**config.mk**
```make
export PLATFORM = sky130hd
export DESIGN_NAME = cell_scanner
export DESIGN_NICKNAME = d
export VERILOG_FILES = /design/src/hdl/kill_pkg.sv /design/src/hdl/cell_scanner.sv
export SDC_FILE = /design/constraint.sdc
export NUM_CORES = 2
export LEC_CHECK = 0
export BUFFER_PORTS_ARGS = -buffer_cell sky130_fd_sc_hd__clkbuf_2
export CORE_MARGIN = 2
export CORE_UTILIZATION = 30
export DETAILED_ROUTE_END_ITERATION = 10
export HOLD_SLACK_MARGIN = 0.15
export PLACE_DENSITY_LB_ADDON = 0.05
export SLEW_MARGIN = 15
export SYNTH_ARGS = -nofsm -noshare
export SYNTH_HDL_FRONTEND = slang
export SYNTH_SLANG_ARGS = --single-unit
```
**constraint.sdc**
```tcl
create_clock -name i_clk -period 12.91 [get_ports i_clk]
set_clock_uncertainty 0.05 [all_clocks]
set_input_delay 1.291 -clock i_clk [delete_from_list [all_inputs] [get_ports i_clk]]
set_output_delay 1.291 -clock i_clk [all_outputs]
set_load 0.01 [all_outputs]
```
**src/hdl/kill_pkg.sv**
```systemverilog
`default_nettype none

package kill_pkg;

    localparam int BOARD_N = 15;
    localparam int CELLS   = BOARD_N * BOARD_N;

    typedef enum logic [1:0] {
        CELL_EMPTY = 2'd0,
        CELL_BLACK = 2'd1,  // attacker
        CELL_WHITE = 2'd2,  // defender
        CELL_BLOCK = 2'd3   // off-board cells in windows only
    } cell_t;

    typedef cell_t [CELLS-1:0] board_t;  // row * BOARD_N + col

    typedef logic [7:0] pos_t;

    typedef cell_t [8:0] window_t;  // [4] is the probe cell

    typedef struct packed {
        logic             valid;
        logic             last;
        pos_t             pos;
        window_t [3:0]    win;  // horiz, vert, diag, anti-diag
    } probe_t;

    typedef struct packed {
        logic valid;
        logic last;
        pos_t pos;
        logic is_five;
        logic is_four;
        pos_t block_pos;
    } eval_t;

    typedef struct packed {
        logic valid;
        logic has_five;
        pos_t five_pos;
        logic has_four;
        pos_t four_pos;
        pos_t block_pos;
    } scan_result_t;

    typedef struct packed {
        logic apply;
        pos_t atk_pos;
        pos_t def_pos;
    } ply_t;

endpackage

`default_nettype wire

```
**src/hdl/cell_scanner.sv**
```systemverilog
`timescale 1ns/1ps
`default_nettype none

module cell_scanner (
    input  logic              i_clk,
    input  logic              i_rst_n,
    input  logic              i_go,
    input  kill_pkg::board_t  i_board,
    output kill_pkg::probe_t  o_probe
);

    // row and column step of each direction
    localparam int DR [0:3] = '{0, 1, 1, 1};
    localparam int DC [0:3] = '{1, 0, 1, -1};

    logic                    busy_r;
    kill_pkg::pos_t          cnt_r;
    logic [3:0]              row_r;
    logic [3:0]              col_r;
    logic                    active;
    kill_pkg::pos_t          cur_pos;
    logic [3:0]              cur_row;
    logic [3:0]              cur_col;
    logic                    cur_last;
    kill_pkg::window_t [3:0] cur_win;

    assign active   = i_go || busy_r;
    assign cur_pos  = busy_r ? cnt_r : '0;  // cell 0 on the go cycle
    assign cur_row  = busy_r ? row_r : '0;
    assign cur_col  = busy_r ? col_r : '0;
    assign cur_last = (cur_pos == kill_pkg::pos_t'(kill_pkg::CELLS - 1));

    always_comb begin
        int rr;
        int cc;
        for (int d = 0; d < 4; d++) begin
            for (int k = 0; k < 9; k++) begin
                rr = int'(cur_row) + (k - 4) * DR[d];
                cc = int'(cur_col) + (k - 4) * DC[d];
                if (rr >= 0 && rr < kill_pkg::BOARD_N &&
                    cc >= 0 && cc < kill_pkg::BOARD_N) begin
                    cur_win[d][k] = i_board[rr * kill_pkg::BOARD_N + cc];
                end else begin
                    cur_win[d][k] = kill_pkg::CELL_BLOCK;  // no wrap across rows
                end
            end
        end
    end

    always_ff @(posedge i_clk or negedge i_rst_n) begin
        if (!i_rst_n) begin
            busy_r  <= 1'b0;
            cnt_r   <= '0;
            row_r   <= '0;
            col_r   <= '0;
            o_probe <= '0;
        end else begin
            o_probe.valid <= active;
            o_probe.last  <= active && cur_last;
            if (active) begin
                busy_r      <= !cur_last;
                cnt_r       <= cur_pos + 8'd1;
                o_probe.pos <= cur_pos;
                o_probe.win <= cur_win;
                if (cur_col == 4'(kill_pkg::BOARD_N - 1)) begin
                    col_r <= '0;
                    row_r <= cur_row + 4'd1;
                end else begin
                    col_r <= cur_col + 4'd1;
                    row_r <= cur_row;
                end
            end
        end
    end

endmodule

`default_nettype wire

```
Word level (Yosys, flattened, before mapping)
Index checks and enable logic that the tools add are counted.
{ "totals": {"register_bits": 93, "input_bits": 453, "output_inout_bits": 82, "wordCells": 387} }
{ "op_classes": {"add_sub_neg": 52, "n_mul": 9, "n_lt_le_gt_ge": 69, "n_eq_ne": 2, "muxes": 137, "n_reduce_logical": 78} }
{ "op_table": {"columns": ["cell", "count"], "rows": [
  ["$lt A32 B10 Y1 const B", 25],
  ["$bmux W2 S8", 33],
  ["$add A32 B32 Y32", 8],
  ["$mux W2", 99],
  ["$add A32 B5 Y32", 5],
  ["$add A11 B6 Y12", 8],
  ["$logic_and A1 B1 Y1", 76],
  ["$add A11 B5 Y12", 4],
  ["$ge A6 B1 Y1 const B", 8],
  ["$lt A12 B10 Y1 const B", 4],
  ["$lt A6 B5 Y1 const B", 8],
  ["$add A10 B6 Y11", 4],
  ["$lt A11 B10 Y1 const B", 4],
  ["$mul A6 B5 Y11 const B", 4],
  ["$add A9 B6 Y10", 4],
  ["$ge A5 B1 Y1 const B", 8],
  ["$lt A5 B4 Y1 const B", 8],
  ["$mul A5 B4 Y9 const B", 4],
  ["$add A5 B3 Y6 const B", 4],
  ["$add A4 B2 Y5 const B", 4],
  ["$mux W4", 4],
  ["$add A5 B1 Y6 const B", 2],
  ["$add A5 B2 Y6 const B", 2],
  ["$add A4 B1 Y5 const B", 2],
  ["11 further kinds", 15]
]} }

Longest topological paths before layout
{ "depth": {"ltp_word": 8, "ltp_mapped": 25, "ltp_nobuf": 22} }

Worst setup path before layout
Ideal clock, no wire load.
{ "synth_path": {"kind": "reg2reg", "start": "register busy_r", "end": "register o_probe[60] (netlist name)", "setup_time_ns": 0.077, "arrival_time_ns": 7.056, "setup_slack_ns": 5.727, "stages_incl_launch_ff": 21, "path_buffers": 3, "synth_period_minus_slack_ns": 7.183, "cell_sequence": "dfrtp_1 > clkbuf_1 > clkbuf_1 > buf_1 > nand2_1 > ha_1 > inv_1 > ha_1 > inv_1 > fa_1 > fa_1 > inv_1 > ha_1 > xor2_1 > ha_1 > xnor2_1 > mux4_2 > mux4_2 > nor2_1 > nor2_1 > a21oi_1"} }
{ "synth_between": {"elab_chain_cells": 8, "elab_cells_between_ends": 18} }
{ "synth_rtl": {"columns": ["element", "line", "text"], "rows": [
  ["start, declared", "cell_scanner.sv:16", "logic busy_r;"],
  ["start signal, assigned", "cell_scanner.sv:61", "busy_r <= !cur_last;"],
  ["$mux W4", "cell_scanner.sv:29", "assign cur_row = busy_r ? row_r : '0;"],
  ["$add A5 B1 Y6", "cell_scanner.sv:38", "rr = int'(cur_row) + (k - 4) * DR[d];"],
  ["$mul A6 B5 Y11", "cell_scanner.sv:42", "cur_win[d][k] = i_board[rr * kill_pkg::BOARD_N + cc];"],
  ["$add A11 B6 Y12", "cell_scanner.sv:42", null],
  ["$bmux W2 S8", "cell_scanner.sv:42", null],
  ["$mux W2 (implied by the code) (2 in series)", "cell_scanner.sv:42", null],
  ["$mux W2", "cell_scanner.sv:40", "if (rr >= 0 && rr < kill_pkg::BOARD_N &&"],
  ["end, declared", "cell_scanner.sv:9", "output kill_pkg::probe_t o_probe"]
]} }
Parallel ways exist; a longest one is shown, timed or not. The select of a mux whose other input is x is not followed.
A chain may end at the register's enable or synchronous reset.

Worst setup path after layout
{ "layout_path": {"start": "register row_r[1]", "end": "register o_probe[53] (netlist name)"} }
{ "layout_between": {"elab_chain_cells": 8, "elab_cells_between_ends": 13} }
{ "layout_rtl": {"columns": ["element", "line", "text"], "rows": [
  ["start, declared", "cell_scanner.sv:18", "logic [3:0] row_r;"],
  ["start signal, assigned", "cell_scanner.sv:67", "row_r <= cur_row + 4'd1;"],
  ["start signal, assigned", "cell_scanner.sv:70", "row_r <= cur_row;"],
  ["$mux W4 *", "cell_scanner.sv:29", null],
  ["$add A4 B3 Y5 *", "cell_scanner.sv:38", null],
  ["$mul A5 B4 Y9", "cell_scanner.sv:42", null],
  ["$add A32 B32 Y32", "cell_scanner.sv:42", null],
  ["$bmux W2 S8", "cell_scanner.sv:42", null],
  ["$mux W2 (implied by the code) (2 in series)", "cell_scanner.sv:42", null],
  ["$mux W2 *", "cell_scanner.sv:40", null]
]} }
Every way passes the cells marked *; elsewhere a longest branch is shown, timed or not. The select of a mux whose other input is x is not followed.

==> metrics.log <==
INFO  metric clk_transition_reported_paths = 0.09 ns
INFO  metric yosysMostFrequentCell = mux4_2
INFO  metric cts_buffer_depth = 2
INFO  metric ys_ff_latch = 93
INFO  metric place.gp.congestion = 1.05
INFO  metric yosysSeqAreaShare = 0.0314
INFO  metric netlist_instances = 6,460
INFO  metric core_area = 246,000 um^2
INFO  metric hp-class = reg2reg
INFO  metric post_drt_via_cell_ratio = 7.47
INFO  metric rows = 182
INFO  metric synth.lib_cells_used.distinct = 88
INFO  metric timing.critical_path.to_type = flip-flop
INFO  metric clock_sinks = 93
INFO  metric cts-buffers-inserted = 9
INFO  metric layout_worst_path_cycle_share = 0.633
INFO  metric area.growth.synth_to_final = 11.6%
INFO  metric post_route_cells_drive_above_1_share = 0.478
INFO  metric start_kind = flip-flop
INFO  metric postSynthAreaPerCell = 11.5 um^2
INFO  metric hold_ws = 0.435 ns
INFO  metric netlist_top_cells_area = mux4_2 54%, mux2i_1 8.3%, ha_1 4.0%
INFO  metric io_buffers = 534
INFO  metric final-setup-viol-count = 0
INFO  metric drt_iter0_markers = 11,500
INFO  metric grt_start_max_net_pins = 130
INFO  metric critPathArrivalTime = 8.48 ns
INFO  metric tns = 0 ns
INFO  metric multiInputGateArea = 69,000 um^2
INFO  metric synth_area = 74,100 um^2
INFO  metric synthesis.yosys.warnings = 0
INFO  metric initial_utilization = 0.302
INFO  metric first_global_vias = 71,300
INFO  metric finalNetCount = 7,432
INFO  metric global_route.overflow_total = 0
INFO  metric ys.flop_type = dfrtp_1
INFO  metric timing.critical_path.from = row_r[1]
INFO  metric quantity_of_hold_fixing_buffers_added_after_cts = 0
INFO  metric dr.pass1.iters = 6
INFO  metric run_status = complete, no violations
INFO  metric fin_area = 82,700 um^2
INFO  metric route.vias.total = 74,200
INFO  metric grt_setup_unrepaired = no
INFO  metric grt.total_usage = 0.405
INFO  metric cts_tree = built
INFO  metric clock.fmax = 122 MHz
INFO  metric max_cap_viol_count = 0
INFO  metric reg2reg_from = row_r[1]
INFO  metric clock_insertion_delay_worst_skew = 0.46 ns
INFO  metric antenna_found_initial = 76
INFO  metric yosys.area.top_type_share = 0.541
INFO  metric die_width = 501 um
INFO  metric cts_repair_resize_count = 0
INFO  metric post_drt_wl_per_cell = 52.2 um
INFO  metric synth_fp_nets = 7,206
INFO  metric dp_hpwl = 407 mm
INFO  metric fillCellCount = 24,600
INFO  metric critical_path.max_fanout = 73
INFO  metric timing_max_transition_violations_final = 0
INFO  metric cts_post_setup_buffers_inserted = 0
INFO  metric route.final.wire_length = 519 mm
INFO  metric dieArea = 251,000 um^2
INFO  metric drcViolationCount = 0
INFO  metric dpl_cell_area = 82,200 um^2
INFO  metric netlist_top_cells_count = 1,781 x mux4_2, 616 x mux2i_1, 520 x nand2_1
INFO  metric ff_latch_area = 2330 um^2
INFO  metric global_route_wire_length_before_repair = 686 mm
INFO  metric async_reset_ff_frac = 1.00
INFO  metric path_class = reg2reg
INFO  metric timing.final.crit_period = 8.17 ns
INFO  metric worst_rel_slew_slack = 0.0436
INFO  metric cts-root-buf = clkbuf_16
INFO  metric timing_hold_violations_final = 0
INFO  metric crit_path_required_time = 13.21 ns
INFO  metric antenna_violating_nets_post_route = 0
INFO  metric num_io_pins = 535
INFO  metric htreeDepth = 3
INFO  metric synth_top_area_cell = mux4_2
INFO  metric synth_enable_flop_cells = 0
INFO  metric worstMarginPinSlew = 1.42 ns
INFO  metric dieHeight = 501 um
INFO  metric worstHoldStart = o_probe[73]
==> placed cells by master, fill, tap and decap left out, types with 52 or more instances in the layout <==
cell type | synthesis | layout
nand2_1 | 520 | 520
xnor2_2 | 2 | 85
buf_4 | 49 | 457
nor2_1 | 303 | 300
inv_1 | 166 | 165
a21o_1 | 52 | 52
mux4_2 | 1781 | 1781
nor3_1 | 56 | 56
a21oi_1 | 250 | 248
clkbuf_2 | 3 | 533
ha_1 | 235 | 234
mux2i_1 | 616 | 572
xor2_1 | 97 | 59
nor2b_1 | 64 | 63
a211oi_1 | 147 | 144
o21ai_0 | 173 | 168
nand3_1 | 83 | 83
dfrtp_1 | 93 | 93
xnor2_1 | 194 | 109
mux2_2 | 167 | 167
==> state kept, by name, indices dropped and copies added (netlist names) <==
signal   flops
row_r        4
cnt_r        8
busy_r       1
col_r        4
o_probe     76
==> critical path, stage by stage (launching register included) <==
cell and delay [ns]:
dfrtp_1 0.56, nand2_1 0.55, ha_1 1.07, inv_1 0.63, fa_4 1.46, buf_12 0.42, mux4_2 0.51, mux2i_1 1.05
inv_1 0.23, mux4_2 0.52, mux2i_1 0.15, nor2_1 0.08, a2111oi_0 0.46, nor3_1 0.11
==> per-stage QoR <==
step                      utilization  cells  setup slack [ns]
after floorplan                     -   6460              5.73
after global placement          0.335   9894              5.01
after detailed placement        0.335   9894              4.91
after CTS                       0.336   9909              4.90
after global routing            0.336   9917              4.27
final                           0.336   9943              4.74
==> layout make-up <==
type / instances / share of cell area
Antenna cell: 33 / 0.000999
Sequential cell: 93 / 0.0282
Multi-Input combinational cell: 5411 / 0.835
Timing Repair Buffer: 999 / 0.0759
Tap cell: 3220 / 0.0487
Clock buffer: 9 / 0.00272
Clock inverter: 6 / 0.00117
Inverter: 172 / 0.00784
==> routing by layer <==
metal | up-vias | share of wire | wire length [um] | GRT usage
li1 | 27400 | - | - | -
met1 | 39500 | 0.36 | 189000 | 0.495
met2 | 5904 | 0.43 | 224000 | 0.605
met3 | 1429 | 0.12 | 63400 | 0.146
met4 | 76 | 0.081 | 42200 | 0.255
met5 | - | 0.0011 | 573 | 0.00251
==> final timing paths <==
check	depth (start not counted)	slack, ns	end
worst min register to register	2	0.44	o_probe[73]
worst min-delay path	2	0.44	o_probe[73]
min in group asynchronous	1	0.68	o_probe[36]
worst max-delay path	13	4.74	o_probe[53]
max in group asynchronous	2	10.94	o_probe[4]
worst max register to register	13	4.74	o_probe[53]
==> cell families (layout without fill, tap and decap cells) <==
kind of cell | count (synthesis) | in the layout | share of synthesized area
other | 0 | 33 | 0
buffers and inverters | 956 | 1186 | 0.0593
AOI/OAI and AO/OA | 1011 | 1011 | 0.0907
muxes | 2573 | 2573 | 0.652
and+or+nand+nor | 1239 | 1239 | 0.0761
DFF | 93 | 93 | 0.0314
adders and majority gates | 293 | 293 | 0.0554
xor gates and xnor gates | 295 | 295 | 0.0354
Power is not shown: default switching activity piles up to over one toggle a cycle in this logic, so the estimate is an artifact.
