### config.mk
export PLATFORM = sky130hd
export DESIGN_NAME = board_update
export DESIGN_NICKNAME = d
export VERILOG_FILES = /design/src/hdl/kill_pkg.sv /design/src/hdl/board_update.sv
export SDC_FILE = /design/constraint.sdc
export NUM_CORES = 1
export LEC_CHECK = 0
export ABC_AREA = 1
export ABC_CLOCK_PERIOD_IN_PS = 800
export BUFFER_PORTS_ARGS = -buffer_cell sky130_fd_sc_hd__buf_2
export CAP_MARGIN = 20
export CORE_AREA = 2 2 363 365
export DETAILED_ROUTE_END_ITERATION = 12
export DIE_AREA = 0 0 365 367
export GPL_TIMING_DRIVEN = 0
export SETUP_SLACK_MARGIN = 0.3
export SYNTH_ARGS = -nofsm -noshare
export SYNTH_HDL_FRONTEND = slang
export SYNTH_SLANG_ARGS = --single-unit
### constraint.sdc
create_clock -name i_clk -period 0.8 [get_ports i_clk]
set_input_delay 0.12 -clock i_clk [delete_from_list [all_inputs] [get_ports i_clk]]
set_output_delay 0.12 -clock i_clk [all_outputs]
set_load 0.01 [all_outputs]
### src/hdl/kill_pkg.sv
`default_nettype none

package kill_pkg;

    localparam int BOARD_N = 15;
    localparam int CELLS   = BOARD_N * BOARD_N;

    typedef enum logic [1:0] {
        CELL_EMPTY = 2'd0,
        CELL_BLACK = 2'd1,  // attacker
        CELL_WHITE = 2'd2,  // defender
        CELL_BLOCK = 2'd3   // off-board cells in windows only
    } cell_t;

    typedef cell_t [CELLS-1:0] board_t;  // row * BOARD_N + col

    typedef logic [7:0] pos_t;

    typedef cell_t [8:0] window_t;  // [4] is the probe cell

    typedef struct packed {
        logic             valid;
        logic             last;
        pos_t             pos;
        window_t [3:0]    win;  // horiz, vert, diag, anti-diag
    } probe_t;

    typedef struct packed {
        logic valid;
        logic last;
        pos_t pos;
        logic is_five;
        logic is_four;
        pos_t block_pos;
    } eval_t;

    typedef struct packed {
        logic valid;
        logic has_five;
        pos_t five_pos;
        logic has_four;
        pos_t four_pos;
        pos_t block_pos;
    } scan_result_t;

    typedef struct packed {
        logic apply;
        pos_t atk_pos;
        pos_t def_pos;
    } ply_t;

endpackage

`default_nettype wire

### src/hdl/board_update.sv
`timescale 1ns/1ps
`default_nettype none

module board_update (
    input  logic              i_clk,
    input  logic              i_rst_n,
    input  logic              i_load,
    input  kill_pkg::board_t  i_board,
    input  kill_pkg::ply_t    i_ply,
    output kill_pkg::board_t  o_board
);

    always_ff @(posedge i_clk or negedge i_rst_n) begin
        if (!i_rst_n) begin
            for (int i = 0; i < kill_pkg::CELLS; i++) begin
                o_board[i] <= kill_pkg::CELL_EMPTY;
            end
        end else if (i_load) begin
            o_board <= i_board;  // fresh position for a new search
        end else if (i_ply.apply) begin
            o_board[i_ply.atk_pos] <= kill_pkg::CELL_BLACK;  // the four
            o_board[i_ply.def_pos] <= kill_pkg::CELL_WHITE;  // forced reply
        end
    end

endmodule

`default_nettype wire

Word level (Yosys, flattened, before mapping) --
Cells that the tools add are included.
Storage, ports and cells: logic and storage cells 244, input port bits 470, output and inout bits 450, register bits after elaboration 450
Cells by class: reduce and logical (&&, ||, !) cells 3, muxes and demuxes 6, magnitude comparators 4, bitwise operators 6
Operators with widths (count):
- 2-to-1 mux 450 bit | 2
- AND 225 bit | 2
- inverter 225 bit | 2
- bitwise OR 225 bit | 2
- demux 2 bit (select 8 bit) | 2
- < comparator 8 x 9 -> 1 bit, second input constant | 2
- >= comparator 8 x 1 -> 1 bit, second input constant | 2
- 2-to-1 mux 2 bit | 2
- logical AND 1 bit | 2
- nonzero test 2 bit | 1

Depth between registers and ports, before layout --
Gate-level depths: netlist of run 1.
depth after elaboration 9, gate-level depth with buffers 10, mapped depth without buffers 9

Least setup slack after synthesis of run 1 --
OpenSTA, ideal clock, no wires.
kind input to register, from input port i_ply[14] (netlist bit), to register o_board[1] (netlist bit), data required time 684 ps, setup time 116 ps, slack -380 ps, stages 7, arrival 1064 ps, path buffers 1, cells stage by stage nor2_1 > nand2_1 > buf_2 > o21ai_0 > nand2_1 > nand2_1 > nand2_1
On the way: cells in the longest elaborated chain, start to end 9, elaborated cells between the ends (all ways) 10, classes of those cells 2 x order compare; 4 x mux; 3 x bitwise; 1 x reduce/logical
RTL lines:
- start: declaration | line board_update.sv:9 | input kill_pkg::ply_t i_ply,
- < comparator 8 x 9 -> 1 bit (not written as such) or >= comparator 8 x 1 -> 1 bit (tied branches) | line board_update.sv:21 | o_board[i_ply.atk_pos] <= kill_pkg::CELL_BLACK;
- logical AND 1 bit (not written as such) | line board_update.sv:21
- 2-to-1 mux 2 bit (not written as such) | line board_update.sv:21
- demux 2 bit (select 8 bit) (*) | line board_update.sv:21
- inverter 225 bit (no line) (*)
- AND 225 bit (no line) (*)
- bitwise OR 225 bit (no line) (*)
- 2-to-1 mux 450 bit (*) | line board_update.sv:20 | end else if (i_ply.apply) begin
- 2-to-1 mux 450 bit (*) | line board_update.sv:18 | end else if (i_load) begin
- end signal: assignment | line board_update.sv:19 | o_board <= i_board;
- end signal: indexed assignment | line board_update.sv:21
- end signal: indexed assignment | line board_update.sv:22 | o_board[i_ply.def_pos] <= kill_pkg::CELL_WHITE;
- end: declaration | line board_update.sv:10 | output kill_pkg::board_t o_board
Every way passes the cells marked *; elsewhere a longest branch is shown, timed or not. The select of a mux whose other input is x is not followed. A chain may end at the register's enable or synchronous reset.

Worst setup path in the final report of run 1 --
from register o_board[359] (netlist bit), to output port o_board[359] (netlist bit)
RTL lines:
- start signal: indexed assignment | line board_update.sv:16 | o_board[i] <= kill_pkg::CELL_EMPTY;
- start signal: assignment | line board_update.sv:19
- start signal: indexed assignment | line board_update.sv:21
No word-level cell between the ends.

==> results of run 1 <==
-- layer usage --
metal  share of wire  up-vias  GRT usage
li1                -    15600          -
met1            0.38    18100      0.392
met2            0.46     2374      0.534
met3           0.096      733     0.0837
met4           0.067       36      0.150
met5          0.0016        -          0
-- timing repair --
item,4_1_cts,5_1_grt
endpoints found under the setup margin,1151,1263
hold buffers,233,2
setup buffers,283,245
gates resized for setup,1118,1229
endpoints found under the hold margin,537,495
gates cloned,63,31
pin swaps,240,478
-- power groups by stage --
stage / combinational [mW] / sequential [mW] / clock (mW)
after CTS: 23.0 / 27.1 / 30.5
final: 28.6 / 27.4 / 30.4
after floorplan: 6.16 / 28.3 / 0
after global placement: 16.5 / 27.4 / 0
after detailed placement: 16.8 / 27.4 / 0
after global routing: 29.7 / 27.5 / 31.5
-- final cells by class --
type,count,area (sq um)
antenna,22,55.1
buffer,207,3450
clock buffer,80,1700
clock inverter,26,424
fill,12800,75700
inverter,43,239
multi-input combinational,2947,18700
sequential,450,11300
tap,1755,2200
timing repair buffer,1782,16800
-- cells in the final DEF (no fill, tap or decap), types with 56 or more instances in the layout --
cell type	Yosys	final
nand2_1	1238	906
buf_2	75	683
dfrtp_1	450	447
buf_4	39	347
nor2_1	481	339
buf_6	11	319
dlygate4sd3_1	0	235
nand2_2	5	196
nand3_1	314	171
a21oi_2	0	167
buf_12	0	160
or2_2	210	139
nor2_4	15	124
nand2_4	6	116
clkbuf_16	0	112
nand3_2	4	88
buf_16	0	87
or2_4	0	73
or2_0	87	69
a21oi_1	252	65
nand3_4	0	60
o21ai_1	3	60
buf_8	0	57
o21ai_0	166	56
-- cells by family (layout without fill, tap and decap cells) --
kind of cell	after synthesis	after routing
flops	450	450
simple gates	2393	2395
buf+inv	251	2138
other cells	0	22
compound gates	552	552
-- worst paths after layout --
path	slack, ns	end	cells past startpoint
max	-0.60	o_board[359]	1
min	-0.24	o_board[119]	4
max reg2reg	-0.25	o_board[326]	5
min reg2reg	0.48	o_board[330]	2
max in group asynchronous	-0.43	o_board[211]	4
min in group asynchronous	0.15	o_board[337]	2
-- stage by stage --
| step | TNS (ns) | cells | setup WS (ns) |
|---|---|---|---|
| 3_3_place_gp | -5500.83 | 6320 | -10.91 |
| 3_5_place_dp | -797.58 | 6328 | -1.86 |
| 2_1_floorplan | -101.64 | 3646 | -0.249 |
| 4_1_cts | -335.72 | 7013 | -0.635 |
| 6_report | -386.79 | 7312 | -0.601 |
| 5_1_grt | -437.43 | 7297 | -0.631 |
==> impl_metrics.csv, run 1 <==
group,metric,value,unit
grt,antenna_found_initial,47,
power_and_ir_drop,vdd_drop_max,1.49,mV
power_and_ir_drop,internal_power,57.2,mW
sta,rsz0062_at_grt,"true",
floorplan,core_area,130000,sq um
worst_setup_path,crit_path_start_kind,"flip-flop",
sta,layout_setup_ws,-0.601,ns
place,gp_congestion,0.943,
power_and_ir_drop,clkPwrFrac,0.352,
yosys,synth_simple_gate_area_frac,0.400,
yosys,synth-xor-area-share,0,
sta,worst_pin_slew,0.674,ns
worst_setup_path,crit_family,"flip-flops",
floorplan,initial_core_util,0.199,
clock_tree,cts_sinks,450,
clock_tree,clk_path_buf_depth,3,
power_and_ir_drop,p_leak,24.9,nW
final_layout,fin_util,0.420,
place,io_buffers,919,
yosys,synth_common_cells,"nand2_1, nor2_1, dfrtp_1",
sta,period_share,1.75,
yosys,synth_compound_area_frac,0.119,
sta,max_freq,714,MHz
grt,grt_pass1_wl,292,mm
power_and_ir_drop,p_sw_frac,0.338,
sta,whs,-0.244,ns
route,vias,36900,
route,drt_first_pass_iters,6,
yosys,synth_cells,3646,
yosys,yosys.area.top_type,"dfrtp_1",
yosys,yosysSeqAreaShare,0.433,
sta,finalSetupViolCount,1181,
worst_setup_path,critPathKind,"flip-flop to primary output",
floorplan,fp.dieW,365,um
final_layout,largest_reg_flops,450,
power_and_ir_drop,seqPwrFrac,0.317,
place,dp_hpwl,158,mm
floorplan,rows,133,
final_layout,drive_gt1_frac,0.543,
clock_tree,clk_latency,0.67,ns
sta,finClkSkew,0,ns
route,vias_per_cell,5.05,
yosys,yosys.area_share.adder,0,
sta,hold_viol,216,
worst_hold_path,hold_path_class,"input pin to flip-flop",
worst_setup_path,slowest_delay,0.43,ns
sta,slew_headroom,0.551,
sta,finalMaxSlewViolations,0,
place,dpl-instance-area,34300,sq um
yosys,yosysUniqueCellTypes,28,
final_layout,area_delta_synth_final,111,%
final_layout,registers.top_by_ff_count,"o_board",
final_layout,final_nets,5959,
yosys,synth_top_family_by_area,"simple AND/OR/NAND/NOR gates",
sta,finalCriticalPeriod,1.40,ns
floorplan,die-area,134000,sq um
worst_setup_path,crit_arrival,1.28,ns
floorplan,die_h,367,um
yosys,synth_area_per_cell,7.13,sq um
clock_tree,cts_made_buffers,58,
yosys,yosysWarnings,0,
worst_setup_path,path_max_fanout,2,
yosys,postSynth.asyncResetShare,1.00,
worst_setup_path,r2r-start,"o_board[326]",
route,wl_per_cell,32.2,um
clock_tree,cts_tree,"yes",
power_and_ir_drop,pwr-share-comb,0.330,
worst_setup_path,crit_required,0.68,ns
clock_tree,cts.clk_slew.worst_paths,0.08,ns
power_and_ir_drop,power_density,1580,nW/um^2
power_and_ir_drop,finalPower,86.4,mW
final_layout,design_area,54800,sq um
yosys,muxShareOfSynthArea,0,
power_and_ir_drop,power.switching,29.2,mW
final_layout,reg.largest.list,"o_board: 450 flops",
worst_setup_path,worst_path_max_delay_cell,"dfrtp_1",
grt,grt_overflow,0,
yosys,synth_seq_cells,450,
outcome,violations,"hold timing, setup timing",
worst_hold_path,hold_start,"i_board[119]",
yosys,synth_area_leaders,"dfrtp_1, nand2_1, nor2_1, nand3_1, or2_2",
yosys,syn_area,26000,sq um
grt,grt_max_degree,108,
yosys,synth_edf_count,0,
route,ant_nets,0,
yosys,synth_nets,4116,
grt,grt_pass1_vias,34100,
floorplan,io_pins,920,
yosys,synth_most_common_cell,"nand2_1",
yosys,synth_top_area_share,0.433,
route,drc,0,
route,first_iter_violations,3670,
worst_setup_path,critPathBufInv,1,
worst_setup_path,critPathLaunch,"o_board[359]",
worst_setup_path,path_cells,"buf_6",
job,drv_cap,0,
clock_tree,htree_levels,2,
route,postRouteWirelength,236,mm
grt,grt_util_all_layers,0.324,
worst_setup_path,endpoint_kind,"primary output",
yosys,ys.flop_type,"dfrtp_1",
outcome,status,"finished, violations left",
clock_tree,root_buffer,"clkbuf_16",
Note: power is estimated with default switching activity, not from simulation.
==> run 2, diff against run 1 <==
--- a/config.mk
+++ b/config.mk
@@ -9,5 +9,4 @@
 export ABC_CLOCK_PERIOD_IN_PS = 800
 export BUFFER_PORTS_ARGS = -buffer_cell sky130_fd_sc_hd__buf_2
-export CAP_MARGIN = 20
 export CORE_AREA = 2 2 363 365
 export DETAILED_ROUTE_END_ITERATION = 12
==> constraint.sdc (replaced) <==
create_clock -name i_clk -period 0.8 [get_ports i_clk]
set_input_delay 0.04 -clock i_clk [delete_from_list [all_inputs] [get_ports i_clk]]
set_output_delay 0.04 -clock i_clk [all_outputs]
set_load 0.01 [all_outputs]
==> impl_metrics.csv, run 2 (synthesized netlist as in run 1, its figures left out) <==
group,metric,value,unit
floorplan,fp.dieW,365,um
sta,layout_setup_ws,-0.546,ns
worst_setup_path,crit_arrival,1.31,ns
worst_setup_path,critPathBufInv,1,
worst_setup_path,critPathKind,"flip-flop to primary output",
clock_tree,cts_sinks,450,
sta,period_share,1.68,
final_layout,fin_util,0.395,
outcome,status,"finished, violations left",
sta,whs,-0.820,ns
route,wl_per_cell,31.5,um
sta,hold_viol,490,
sta,finalMaxSlewViolations,0,
floorplan,rows,133,
final_layout,drive_gt1_frac,0.460,
sta,max_freq,743,MHz
worst_setup_path,path_max_fanout,2,
route,vias_per_cell,4.98,
outcome,violations,"hold timing, setup timing",
sta,rsz0062_at_grt,"true",
sta,slew_headroom,0.267,
power_and_ir_drop,p_leak,23.8,nW
worst_setup_path,endpoint_kind,"primary output",
route,drt_first_pass_iters,7,
route,ant_nets,0,
final_layout,area_delta_synth_final,98.1,%
grt,grt_util_all_layers,0.313,
power_and_ir_drop,vdd_drop_max,1.71,mV
worst_hold_path,hold_path_class,"input pin to asynchronous set/reset pin",
sta,finClkSkew,0,ns
place,io_buffers,919,
floorplan,die_h,367,um
grt,grt_max_degree,104,
clock_tree,cts.clk_slew.worst_paths,0.07,ns
place,place_ws,-1.90,ns
clock_tree,root_buffer,"clkbuf_16",
final_layout,final_nets,5956,
final_layout,final_common_cell,"nand2_1",
clock_tree,cts_tree,"yes",
worst_setup_path,crit_family,"flip-flops",
route,vias,36400,
final_layout,registers.top_by_ff_count,"o_board",
grt,grt_pass1_wl,284,mm
worst_setup_path,path_cells,"buf_2",
grt,top_usage_layer,"met2",
sta,finalSetupViolCount,769,
grt,grt.met2_usage,0.513,
final_layout,largest_reg_flops,450,
clock_tree,clk_path_buf_depth,3,
power_and_ir_drop,power_density,1630,nW/um^2
clock_tree,htree_levels,2,
sta,worst_pin_slew,1.10,ns
floorplan,io_pins,920,
route,postRouteWirelength,230,mm
place,gp_congestion,0.949,
sta,fin_setup_tns,-219.62,ns
clock_tree,cts_made_buffers,58,
grt,met3_usage,0.0852,
final_layout,reg.largest.list,"o_board: 450 flops",
floorplan,initial_core_util,0.199,
worst_setup_path,worst_path_max_delay_cell,"dfrtp_1",
grt,grt_use_met1,0.376,
grt,antenna_found_initial,51,
place,dp_hpwl,159,mm
floorplan,die-area,134000,sq um
worst_setup_path,crit_required,0.76,ns
route,drc,0,
worst_setup_path,crit_path_start_kind,"flip-flop",
grt,grt_pass1_vias,33500,
job,drv_cap,0,
worst_setup_path,slowest_delay,0.44,ns
final_layout,layout_common_cells,"nand2_1, buf_2, dfrtp_1",
floorplan,core_area,130000,sq um
grt,grt_overflow,0,
route,first_iter_violations,3572,
clock_tree,clk_latency,0.67,ns
sta,finalCriticalPeriod,1.35,ns
==> run 2: what timing repair did <==
| action | in CTS | in global routing |
|---|---|---|
| gates resized for setup | 692 | 883 |
| hold buffers | 317 | 9 |
| endpoints found under the hold margin | 576 | 496 |
| pin swaps | 134 | 265 |
| buffers inserted | 149 | 299 |
| cloned | 46 | 34 |
| setup endpoints to repair | 988 | 1162 |
==> run 2: cell type report <==
type                       count  area, sq um
antenna                       24         60.1
buffer                       208         3070
clock buffer                  80         1740
clock inverter                29          379
fill                       13000        78900
inverter                      43          269
multi-input combinational   2948        16400
sequential                   450        11300
tap                         1755         2200
timing repair buffer        1777        16100
==> run 2: final timing paths <==
| path | startpoint | end | slack (ns) | cells after the start |
|---|---|---|---|---|
| min reg2reg | o_board[378] | o_board[378] | 0.47 | 2 |
| max reg2reg | o_board[2] | o_board[2] | -0.20 | 4 |
| min | i_rst_n | o_board[52] | -0.82 | 1 |
| min in group i_clk | i_board[423] | o_board[423] | -0.29 | 4 |
| max in group asynchronous | i_rst_n | o_board[267] | 0.38 | 4 |
| max | o_board[353] | o_board[353] | -0.55 | 1 |
==> run 2: metal layers <==
| layer | part of all wire | vias to the layer above |
|---|---|---|
| met3 | 0.092 | 712 |
| met4 | 0.073 | 30 |
| met5 | 0.0012 | - |
| li1 | - | 15600 |
| met2 | 0.45 | 2390 |
| met1 | 0.38 | 17600 |
==> run 2: through the flow <==
stage               cells  hold WS (ns)  cell area [sq um]  power [mW]
floorplan            3646        -0.256              27300        34.5
global placement     6320         0.263              34100        43.9
detailed placement   6327        -0.151              34300        44.2
CTS                  6948        -0.868              45100        78.5
global route         7300        -0.835              51500        86.4
finish               7314        -0.820              51500        84.2
==> run 2: power by group <==
group	leakage (nW)	switching [mW]	internal, mW
Combinational	17.5	14.1	12.8
Clock	1.06	12.2	17.7
Sequential	5.26	2.10	25.3
