--- config.mk ---
export PLATFORM = sky130hd
export DESIGN_NAME = threat_select
export DESIGN_NICKNAME = d
export VERILOG_FILES = /design/src/hdl/kill_pkg.sv /design/src/hdl/threat_select.sv
export SDC_FILE = /design/constraint.sdc
export NUM_CORES = 1
export LEC_CHECK = 0
export BUFFER_PORTS_ARGS = -buffer_cell sky130_fd_sc_hd__buf_2
export CAP_MARGIN = 40
export CORE_UTILIZATION = 43
export DETAILED_ROUTE_END_ITERATION = 8
export PLACE_DENSITY_LB_ADDON = 0.25
export SYNTH_ARGS = -nofsm -noshare
export SYNTH_HDL_FRONTEND = slang
export SYNTH_SLANG_ARGS = --single-unit
--- constraint.sdc ---
create_clock -name i_clk -period 2.3 [get_ports i_clk]
set_clock_uncertainty 0.05 [all_clocks]
set_input_delay 0.23 -clock i_clk [delete_from_list [all_inputs] [get_ports i_clk]]
set_output_delay 0.23 -clock i_clk [all_outputs]
set_load 0.02 [all_outputs]
--- src/hdl/kill_pkg.sv ---
`default_nettype none

package kill_pkg;

    localparam int BOARD_N = 15;
    localparam int CELLS   = BOARD_N * BOARD_N;

    typedef enum logic [1:0] {
        CELL_EMPTY = 2'd0,
        CELL_BLACK = 2'd1,  // attacker
        CELL_WHITE = 2'd2,  // defender
        CELL_BLOCK = 2'd3   // off-board cells in windows only
    } cell_t;

    typedef cell_t [CELLS-1:0] board_t;  // row * BOARD_N + col

    typedef logic [7:0] pos_t;

    typedef cell_t [8:0] window_t;  // [4] is the probe cell

    typedef struct packed {
        logic             valid;
        logic             last;
        pos_t             pos;
        window_t [3:0]    win;  // horiz, vert, diag, anti-diag
    } probe_t;

    typedef struct packed {
        logic valid;
        logic last;
        pos_t pos;
        logic is_five;
        logic is_four;
        pos_t block_pos;
    } eval_t;

    typedef struct packed {
        logic valid;
        logic has_five;
        pos_t five_pos;
        logic has_four;
        pos_t four_pos;
        pos_t block_pos;
    } scan_result_t;

    typedef struct packed {
        logic apply;
        pos_t atk_pos;
        pos_t def_pos;
    } ply_t;

endpackage

`default_nettype wire

--- src/hdl/threat_select.sv ---
`timescale 1ns/1ps
`default_nettype none

module threat_select (
    input  logic                    i_clk,
    input  logic                    i_rst_n,
    input  kill_pkg::eval_t         i_eval,
    output kill_pkg::scan_result_t  o_result
);

    logic           five_r;
    kill_pkg::pos_t five_pos_r;
    logic           four_r;
    kill_pkg::pos_t four_pos_r;
    kill_pkg::pos_t blk_r;
    logic           nxt_five;
    kill_pkg::pos_t nxt_five_pos;
    logic           nxt_four;
    kill_pkg::pos_t nxt_four_pos;
    kill_pkg::pos_t nxt_blk;

    always_comb begin
        nxt_five     = five_r;
        nxt_five_pos = five_pos_r;
        nxt_four     = four_r;
        nxt_four_pos = four_pos_r;
        nxt_blk      = blk_r;
        if (i_eval.valid) begin
            if (i_eval.pos == '0) begin
                nxt_five = 1'b0;  // new scan
                nxt_four = 1'b0;
            end
            if (i_eval.is_five && !nxt_five) begin
                nxt_five     = 1'b1;
                nxt_five_pos = i_eval.pos;
            end
            if (i_eval.is_four && !nxt_four) begin
                nxt_four     = 1'b1;
                nxt_four_pos = i_eval.pos;
                nxt_blk      = i_eval.block_pos;
            end
        end
    end

    always_ff @(posedge i_clk or negedge i_rst_n) begin
        if (!i_rst_n) begin
            five_r     <= 1'b0;
            five_pos_r <= '0;
            four_r     <= 1'b0;
            four_pos_r <= '0;
            blk_r      <= '0;
            o_result   <= '0;
        end else begin
            five_r         <= nxt_five;
            five_pos_r     <= nxt_five_pos;
            four_r         <= nxt_four;
            four_pos_r     <= nxt_four_pos;
            blk_r          <= nxt_blk;
            o_result.valid <= i_eval.valid && i_eval.last;
            if (i_eval.valid && i_eval.last) begin
                o_result.has_five  <= nxt_five;
                o_result.five_pos  <= nxt_five_pos;
                o_result.has_four  <= nxt_four;
                o_result.four_pos  <= nxt_four_pos;
                o_result.block_pos <= nxt_blk;
            end
        end
    end

endmodule

`default_nettype wire

Word level (Yosys, flattened, before mapping)
Index checks and enable logic that the tools add are counted.
- input bits: 22
- memory bits (read-only): 0
- RAM bits: 0
- word-level logic and storage cells: 31
- bits in latches: 0
- output and inout port bits: 27
- memories: 0
- bits in registers: 53
- add/sub/neg operators: 0
- mux-type cells: 14
- bitwise operators: 0
- eq/ne operators: 0
- reduce and logical (&&, ||, !) cells: 6
- shift-type cells: 0
- div/mod/pow operators: 0
- $mul: 0
- order comparisons: 0
- operator list (kind ; count):
    8-bit 2-to-1 mux ; 6
    8-bit logical NOT ; 1
    1-bit 2-to-1 mux ; 8
    1-bit logical AND ; 3
    1-bit logical NOT ; 2

Longest topological paths before layout
Gate-level depths: netlist of the first run.
- depth after elaboration: 7
- depth in mapped cells: 5
- mapped depth without buffers: 4

Worst setup path after synthesis of the first run
Ideal clock, no wire load.
- kind: input-to-reg
- start point: input port i_eval[14] in the netlist's numbering
- end point: register o_result[15] in the netlist's numbering
- arrival time: 1.219 ns
- buffers on the path: 1
- library setup time: 0.141 ns
- required time: 2.109 ns
- stages: 5
- slack: 0.890 ns
- cell sequence: nor4_2 > a21oi_2 > buf_6 > o21ai_2 > a31oi_1
- word-level cells in the longest chain between the ends: 7
- ends and longest elaborated chain (element ; RTL line ; text):
    from (decl) ; threat_select.sv:7 ; input kill_pkg::eval_t i_eval,
    8-bit logical NOT ; threat_select.sv:29 ; if (i_eval.pos == '0) begin
    1-bit 2-to-1 mux ; threat_select.sv:29 ;
    1-bit 2-to-1 mux ; threat_select.sv:28 ; if (i_eval.valid) begin
    1-bit logical NOT ; threat_select.sv:37 ; if (i_eval.is_four && !nxt_four) begin
    1-bit logical AND ; threat_select.sv:37 ;
    8-bit 2-to-1 mux ; threat_select.sv:37 ;
    8-bit 2-to-1 mux ; threat_select.sv:28 ;
    to (decl) ; threat_select.sv:8 ; output kill_pkg::scan_result_t o_result
No other way between the ends. The select of a mux whose other input is x is not followed.
A chain may end at the register's enable or synchronous reset.

Worst setup path after layout of the first run
- start point: input port i_eval[14] in the netlist's numbering
- end point: register o_result[10] in the netlist's numbering
Same word-level chain as after synthesis.

==> metrics.md, run 1 <==
| Metric | Value |
|---|---|
| Core Footprint | `4750 µm²` |
| Seq pwr share | `~50%` |
| Via count | `between 1500 and 2000` |
| Final Hold Viols | `0` |
| Req. time, crit path | `~2.4 ns` |
| Netlist cell types | `22` |
| CP endpoint kind | `register` |
| Syn Area/Cell | `~10 µm²` |
| CTS tree | `done` |
| Final Util | `between 50% and 60%` |
| Largest cells by area after synthesis | `dfrtp_1 (62%), nand2_1 (6.5%), a31oi_1 (4.7%)` |
| First-pass GRT wire length | `7.49 mm` |
| LEAKAGE | `~1.3 nW` |
| Syn Std Cell Area | `~2100 µm²` |
| Sink Count | `53` |
| CP Launch Point | `i_eval[14]` |
| CP max FO | `11` |
| TNS Setup | `0 ns` |
| Hold Crit Class | `in2reg` |
| Total gr overflow | `0` |
| Cell Rows | `25` |
| Initial Util | `between 40% and 50%` |
| Fmax | `roughly 680 MHz` |
| Fillers | `440` |
| Gr usage total | `19.0%` |
| Min Tclk post-route | `1.47 ns` |
| RSZ-0062 raised after global routing | `false` |
| Tcrit/Tclk final | `between 60% and 70%` |
| Hold_buf cts | `1` |
| DRC viols | `0` |
| Max-capacitance violation count | `0` |
| Sequential area share after synthesis | `between 60% and 70%` |
| Die footprint | `between 5000 and 6000 µm²` |
| Vias in the first global route | `1529` |
| Initial detailed-routing violation count | `between 70 and 80` |
| Inserted Diodes | `0` |
| Initial antenna violation count | `0` |
| PD cells | `about 880 nW/µm²` |
| Vias per cell | `~5.1` |
| Worst-margin pin slew | `between 0.6 and 0.7 ns` |
| Syn Nets | `231` |
| Setup violators final | `0` |
| Yosys reg bits | `53` |
| Total power | `2.28 mW` |
| H-tree depth | `2` |
| Fraction of layout instances using a drive strength above 1 | `~29%` |
| Root Buffer | `clkbuf_8` |
| Commonest cells after routing, fill and taps aside | `dfrtp_1 (53), buf_2 (48), nand2_1 (37), nor2_1 (21)` |
| Clock group share of total power | `28.9%` |
| CTS Buf Count | `5` |
| Postcts setup bufs | `0` |
| Peak VDD IR | `0.434 mV` |
| Post-synthesis cell count | `approximately 210` |
| Yosys Warn Count | `0` |
| IO buf count | `48` |
| Psw | `roughly 0.66 mW` |
| Post-synth top area share | `between 60 and 70%` |
| CP Launch Type | `input port` |
| Area Growth Syn to Fin | `21.5%` |
| Avg WL per Cell | `approximately 14 µm` |
| Net Sw Frac | `between 20 and 30%` |
| Pint | `approximately 1.6 mW` |
| Slew Limit Fails | `0` |
| Pre-antenna DRT Iters | `4` |
| Final wirelength | `between 4 and 5 mm` |
| RePlAce Congestion | `~0.75` |
| Design area | `2600 µm²` |
| Post-CTS resize count | `0` |
| Bufs on Longest Clock Path | `2` |
| Die Height | `around 73 µm` |
| Worst r2r src | `four_r` |
| Final ANT Viol Nets | `0` |
| Largest net degree at the start of global routing | `between 50 and 60` |
| Status | `completed` |
| Dpl hpwl | `3.23 mm` |
| Placed cell areas | `roughly 2500 µm²` |
| Clk Latency, worst-skew pair | `0.31 ns` |
| Rel. slew slack | `a little under three fifths` |
| Die width | `between 70 and 80 µm` |
| Most common cell after layout, fill and taps aside | `dfrtp_1` |
| Synth area leader | `dfrtp_1` |
| Final nets | `284` |
| Critical Setup Path Class | `in2reg` |
| Crit path arrival time | `approximately 1.6 ns` |
| Clk slew on worst S/H paths | `about 0.09 ns` |
| I/O pin cnt | `between 40 and 50` |
| Combinational Power Share | `between 20% and 30%` |
| Worst Hold Launch | `i_eval[0]` |
[sequential cells by signal, summed over array words and instances (netlist names)]
register and count:
five_pos_r 8, o_result 27, five_r 1, blk_r 8, four_pos_r 8, four_r 1
[cells in the mapped netlist (all sizes together)]
library cell and n:
a21o 1, a21oi 3, a31oi 16, a32oi 8, and2 2, buf 4
clkbuf 4, clkinv 1, dfrtp 53, inv 10, nand2 38, nand3 5
nor2 21, nor4 2, o21ai 41
[final cells by class]
type / count / area, µm² / share of cell area, %
sequential: 53 / 1330 / 51.0
multi-input combinational: 137 / 731 / 28.1
clock inverter: 2 / 37.5 / 1.44
timing repair buffer: 54 / 299 / 11.5
inverter: 11 / 41.3 / 1.59
tap: 67 / 83.8 / 3.22
clock buffer: 6 / 82.6 / 3.17
[logic make-up after synthesis]
family	after synthesis	synth area share, %
AOI/OAI and AO/OA	69	20.5
buffers and inverters	19	3.92
DFF	53	62.0
and+or+nand+nor	68	13.6
[layer usage]
layer	track usage, %	routed length, µm
met1	27.5	2150
met2	28.0	2070
met3	4.44	216
met4	6.54	63
met5	0	0
[worst max-delay path, stage by stage]
cell,delay (ns)
buf_2,0.13
nor4_2,0.49
a21oi_2,0.19
buf_6,0.20
o21ai_0,0.25
a31oi_1,0.12
[power by group through the flow]
stage	clock [mW]	combinational, mW	sequential, mW
floorplan	0	0.186	1.27
global placement	0	0.455	1.17
detailed placement	0	0.467	1.18
CTS	0.667	0.471	1.16
global route	0.707	0.519	1.18
finish	0.657	0.465	1.16
[path summary, 6_finish.rpt]
kind	to	slack (ns)	cells past startpoint
min in group asynchronous	five_pos_r[0]	0.51	3
worst max register to register	o_result[10]	0.93	5
worst min register to register	four_pos_r[6]	0.45	2
worst max-delay path	o_result[10]	0.83	6
worst min-delay path	blk_r[0]	0.10	3
max in group asynchronous	o_result[26]	1.27	3
[per-stage QoR]
| step | hold slack, ns | worst slack (ns) | std cells |
|---|---|---|---|
| 6_report | 0.103 | 0.828 | 330 |
| 5_1_grt | 0.0997 | 0.726 | 330 |
| 4_1_cts | 0.0994 | 0.825 | 330 |
| 3_5_place_dp | 0.335 | 0.496 | 321 |
| 3_3_place_gp | 0.337 | 0.525 | 319 |
| 2_1_floorplan | -0.116 | 0.890 | 209 |
No activity file was read; power rests on OpenSTA's default activity.
==> run 2, diff against run 1 <==
clock period = 1.3 ns   (was 2.3 ns; I/O delays follow)
==> run 2 against run 1 <==
  * The flow now finishes with violations (setup timing)
  * Clock-buffer cell count unchanged
  * Die area did not move
  * First-iteration DRC count down 14%
  * Non-clock buffer count increased by 25
  * Hold slack worse by 0.095 ns
  * Sequential power rose by 78%
  * Worst setup slack got worse by 0.84 ns
  * Critical path type is now reg2reg
  * Largest cell class unchanged
==> metrics.md, run 2 (synthesis gave the netlist of run 1 again) <==
| Metric | Value |
|---|---|
| Hold_ws | `0.00806 ns (-0.0952 ns)` |
| Vias in the first global route | `1695 (+11%)` |
| CP Capture Point | `o_result[5]` |
| Vias per cell | `5.07 (-1.3%)` |
| Area Growth Syn to Fin | `35.8%` |
| Max reg flops | `27 (unchanged)` |
| Reg2Reg Capture Point | `o_result[5]` |
| Tcrit/Tclk final | `101%` |
| Grt met3 use | `4.72% (+0.28 points)` |
| Max-capacitance violation count | `0 (unchanged)` |
| CP endpoint kind | `register` |
| CP max FO | `5 (-6)` |
| Seq. cell area | `1330 µm² (unchanged)` |
| Total gr overflow | `0 (unchanged)` |
| Initial antenna violation count | `0 (unchanged)` |
| Cells along the critical path | `inv_2, buf_6, a21o_4, clkbuf_16, a32oi_2, o21ai_1` |
| Clk slew on worst S/H paths | `0.09 ns (about the same)` |
| Clk Latency, worst-skew pair | `0.31 ns (about the same)` |
| RePlAce Congestion | `0.760 (+1.1%)` |
| Cell Rows | `25 (unchanged)` |
| RSZ-0062 raised after global routing | `true` |
| Most common cell after layout, fill and taps aside | `dfrtp_1` |
| LEAKAGE | `1.42 nW (+12%)` |
| CP Launch Point | `four_r` |
| Delay of the slowest critical-path stage | `0.37 ns (-0.12 ns)` |
| Multi-input logic area | `812 µm² (+11%)` |
| Critical-path top delay cell | `dfrtp_1` |
| Inserted Diodes | `0 (unchanged)` |
| Setup WS pre-CTS | `-0.172 ns (-0.667 ns)` |
| I/O pin cnt | `49 (unchanged)` |
| CTS Buf Count | `5 (unchanged)` |
| Bufs on Longest Clock Path | `2 (unchanged)` |
| Final ANT Viol Nets | `0 (unchanged)` |
| Root Buffer | `clkbuf_8` |
| Slew Limit Fails | `0 (unchanged)` |
| Global route hottest layer | `met2` |
| Largest net degree at the start of global routing | `24 (-56%)` |
| R2R Setup Slk | `-0.01 ns (-0.94 ns)` |
| PD cells | `1320 nW/µm² (+51%)` |
| Initial Util | `45.0% (unchanged)` |
| Gr usage total | `20.3% (+1.3 points)` |
| CP Launch Type | `register` |
| Reg2Reg Depth | `6 (+1)` |
| H-tree depth | `2 (unchanged)` |
| IO buf count | `48 (unchanged)` |
| Final wirelength | `4.96 mm (+10%)` |
| Finished Layout Cells | `355 (+7.6%)` |
| TNS Setup | `-0.0241 ns (-0.0241 ns)` |
| Placed cells | `342 (+6.5%)` |
| Commonest cells after routing, fill and taps aside | `dfrtp_1 (53), buf_2 (48), nand2_1 (37), buf_4 (22), nor2_1 (20)` |
| Sink Count | `53 (unchanged)` |
| Die footprint | `5260 µm² (unchanged)` |
| Final Hold Viols | `0 (unchanged)` |
| Violated checks | `setup timing` |
| Initial detailed-routing violation count | `66 (-14%)` |
| Fillers | `450 (+2.3%)` |
| Avg WL per Cell | `14.0 µm (+2.5%)` |
| Status | `finished, violations left` |
| Min Tclk post-route | `1.31 ns` |
| Setup violators final | `4 (+4)` |
| Dpl hpwl | `3.53 mm (+9.3%)` |
| Crit path arrival time | `1.45 ns (-0.16 ns)` |
| Core Footprint | `4750 µm² (unchanged)` |
| Worst-margin pin slew | `0.414 ns (-0.226 ns)` |
| Req. time, crit path | `1.44 ns (-1.00 ns)` |
| Peak VDD IR | `0.685 mV (+58%)` |
| Worst r2r src | `four_r` |
| Register with the most flip-flops | `o_result` |
| CTS tree | `done` |
| Rel. slew slack | `72.4% (+15 points)` |
| Fraction of layout instances using a drive strength above 1 | `36.8% (+8.3 points)` |
| Fmax | `between 700 and 800 MHz` |
| Critical Setup Path Class | `reg2reg` |
| Die width | `72.6 µm (unchanged)` |
| Pre-antenna DRT Iters | `4 (unchanged)` |
| Met1 Use GR | `27.1% (-0.42 points)` |
| First-pass GRT wire length | `8.01 mm (+6.9%)` |
| Die Height | `72.6 µm (unchanged)` |
| DRC viols | `0 (unchanged)` |
| Final nets | `309 (+8.8%)` |
| Slack of the critical path | `-0.0113 ns (-0.839 ns)` |
| M2 GR Usage | `32.2% (+4.2 points)` |
| Via count | `1801 (+6.2%)` |
| Hold Crit Class | `in2reg` |
==> run 2: cell count changes in the layout (fill, tap and decap cells not counted), sizes merged <==
cell	change
buf	+23
clkinv	+2
bufinv	-1
clkbuf	+1
clkinvlp	-1
dlygate4sd3	+1
==> run 2: power breakdown <==
part	total, mW	internal (mW)	switching (mW)
Clock	0.893	0.374	0.518
Sequential	2.06	1.93	0.125
Combinational	0.896	0.352	0.544
==> run 2: worst min path at each step <==
| stage | cells after the start | start | slack, ns | endpoint |
|---|---|---|---|---|
| floorplan | 0 | i_rst_n | -0.22 | blk_r[0] |
| global placement | 1 | i_rst_n | 0.04 | o_result[9] |
| detailed placement | 1 | i_rst_n | 0.04 | o_result[9] |
| CTS | 3 | i_eval[4] | 0.002 | blk_r[4] |
| global route | 3 | i_eval[4] | 0.02 | blk_r[4] |
| finish | 3 | i_eval[4] | 0.008 | blk_r[4] |
==> run 2: critical path: cells and delay by family, from the launching register on <==
| kind | cells | cell delay (ns) |
|---|---|---|
| AOI/OAI and AO/OA | 3 | 0.44 |
| buffers and inverters | 3 | 0.33 |
| DFF | 1 | 0.37 |
==> run 2: cell type report <==
| cell class | count | area share [%] |
|---|---|---|
| well taps | 67 | 2.88 |
| repair buffers | 79 | 19.3 |
| clock buffers | 6 | 2.50 |
| multi-input cells | 137 | 27.9 |
| clock inverters | 2 | 0.344 |
| flip-flops and latches | 53 | 45.6 |
| inverters | 11 | 1.42 |
==> run 2: what timing repair did <==
action,in CTS,in global routing
pin swaps,5,3
hold buffers,2,0
resized for setup,6,11
setup endpoints to repair,15,31
setup buffers,0,2
hold endpoints to repair,15,0
gates cloned,0,1
==> run 2: layer usage <==
layer	vias up	part of all wire, %	routed length [µm]
li1	890	-	-
met1	868	47	2310
met2	36	49	2410
met3	7	3.1	156
met4	0	1.7	84
met5	-	0	0
==> run 2: stage by stage <==
step	area, µm²	utilization (%)	total power, mW
finish	2910	61.2	3.85
global route	2910	61.2	4.05
CTS	2800	58.9	3.86
detailed placement	2680	56.3	2.96
global placement	2680	56.3	2.93
floorplan	2150	-	2.58
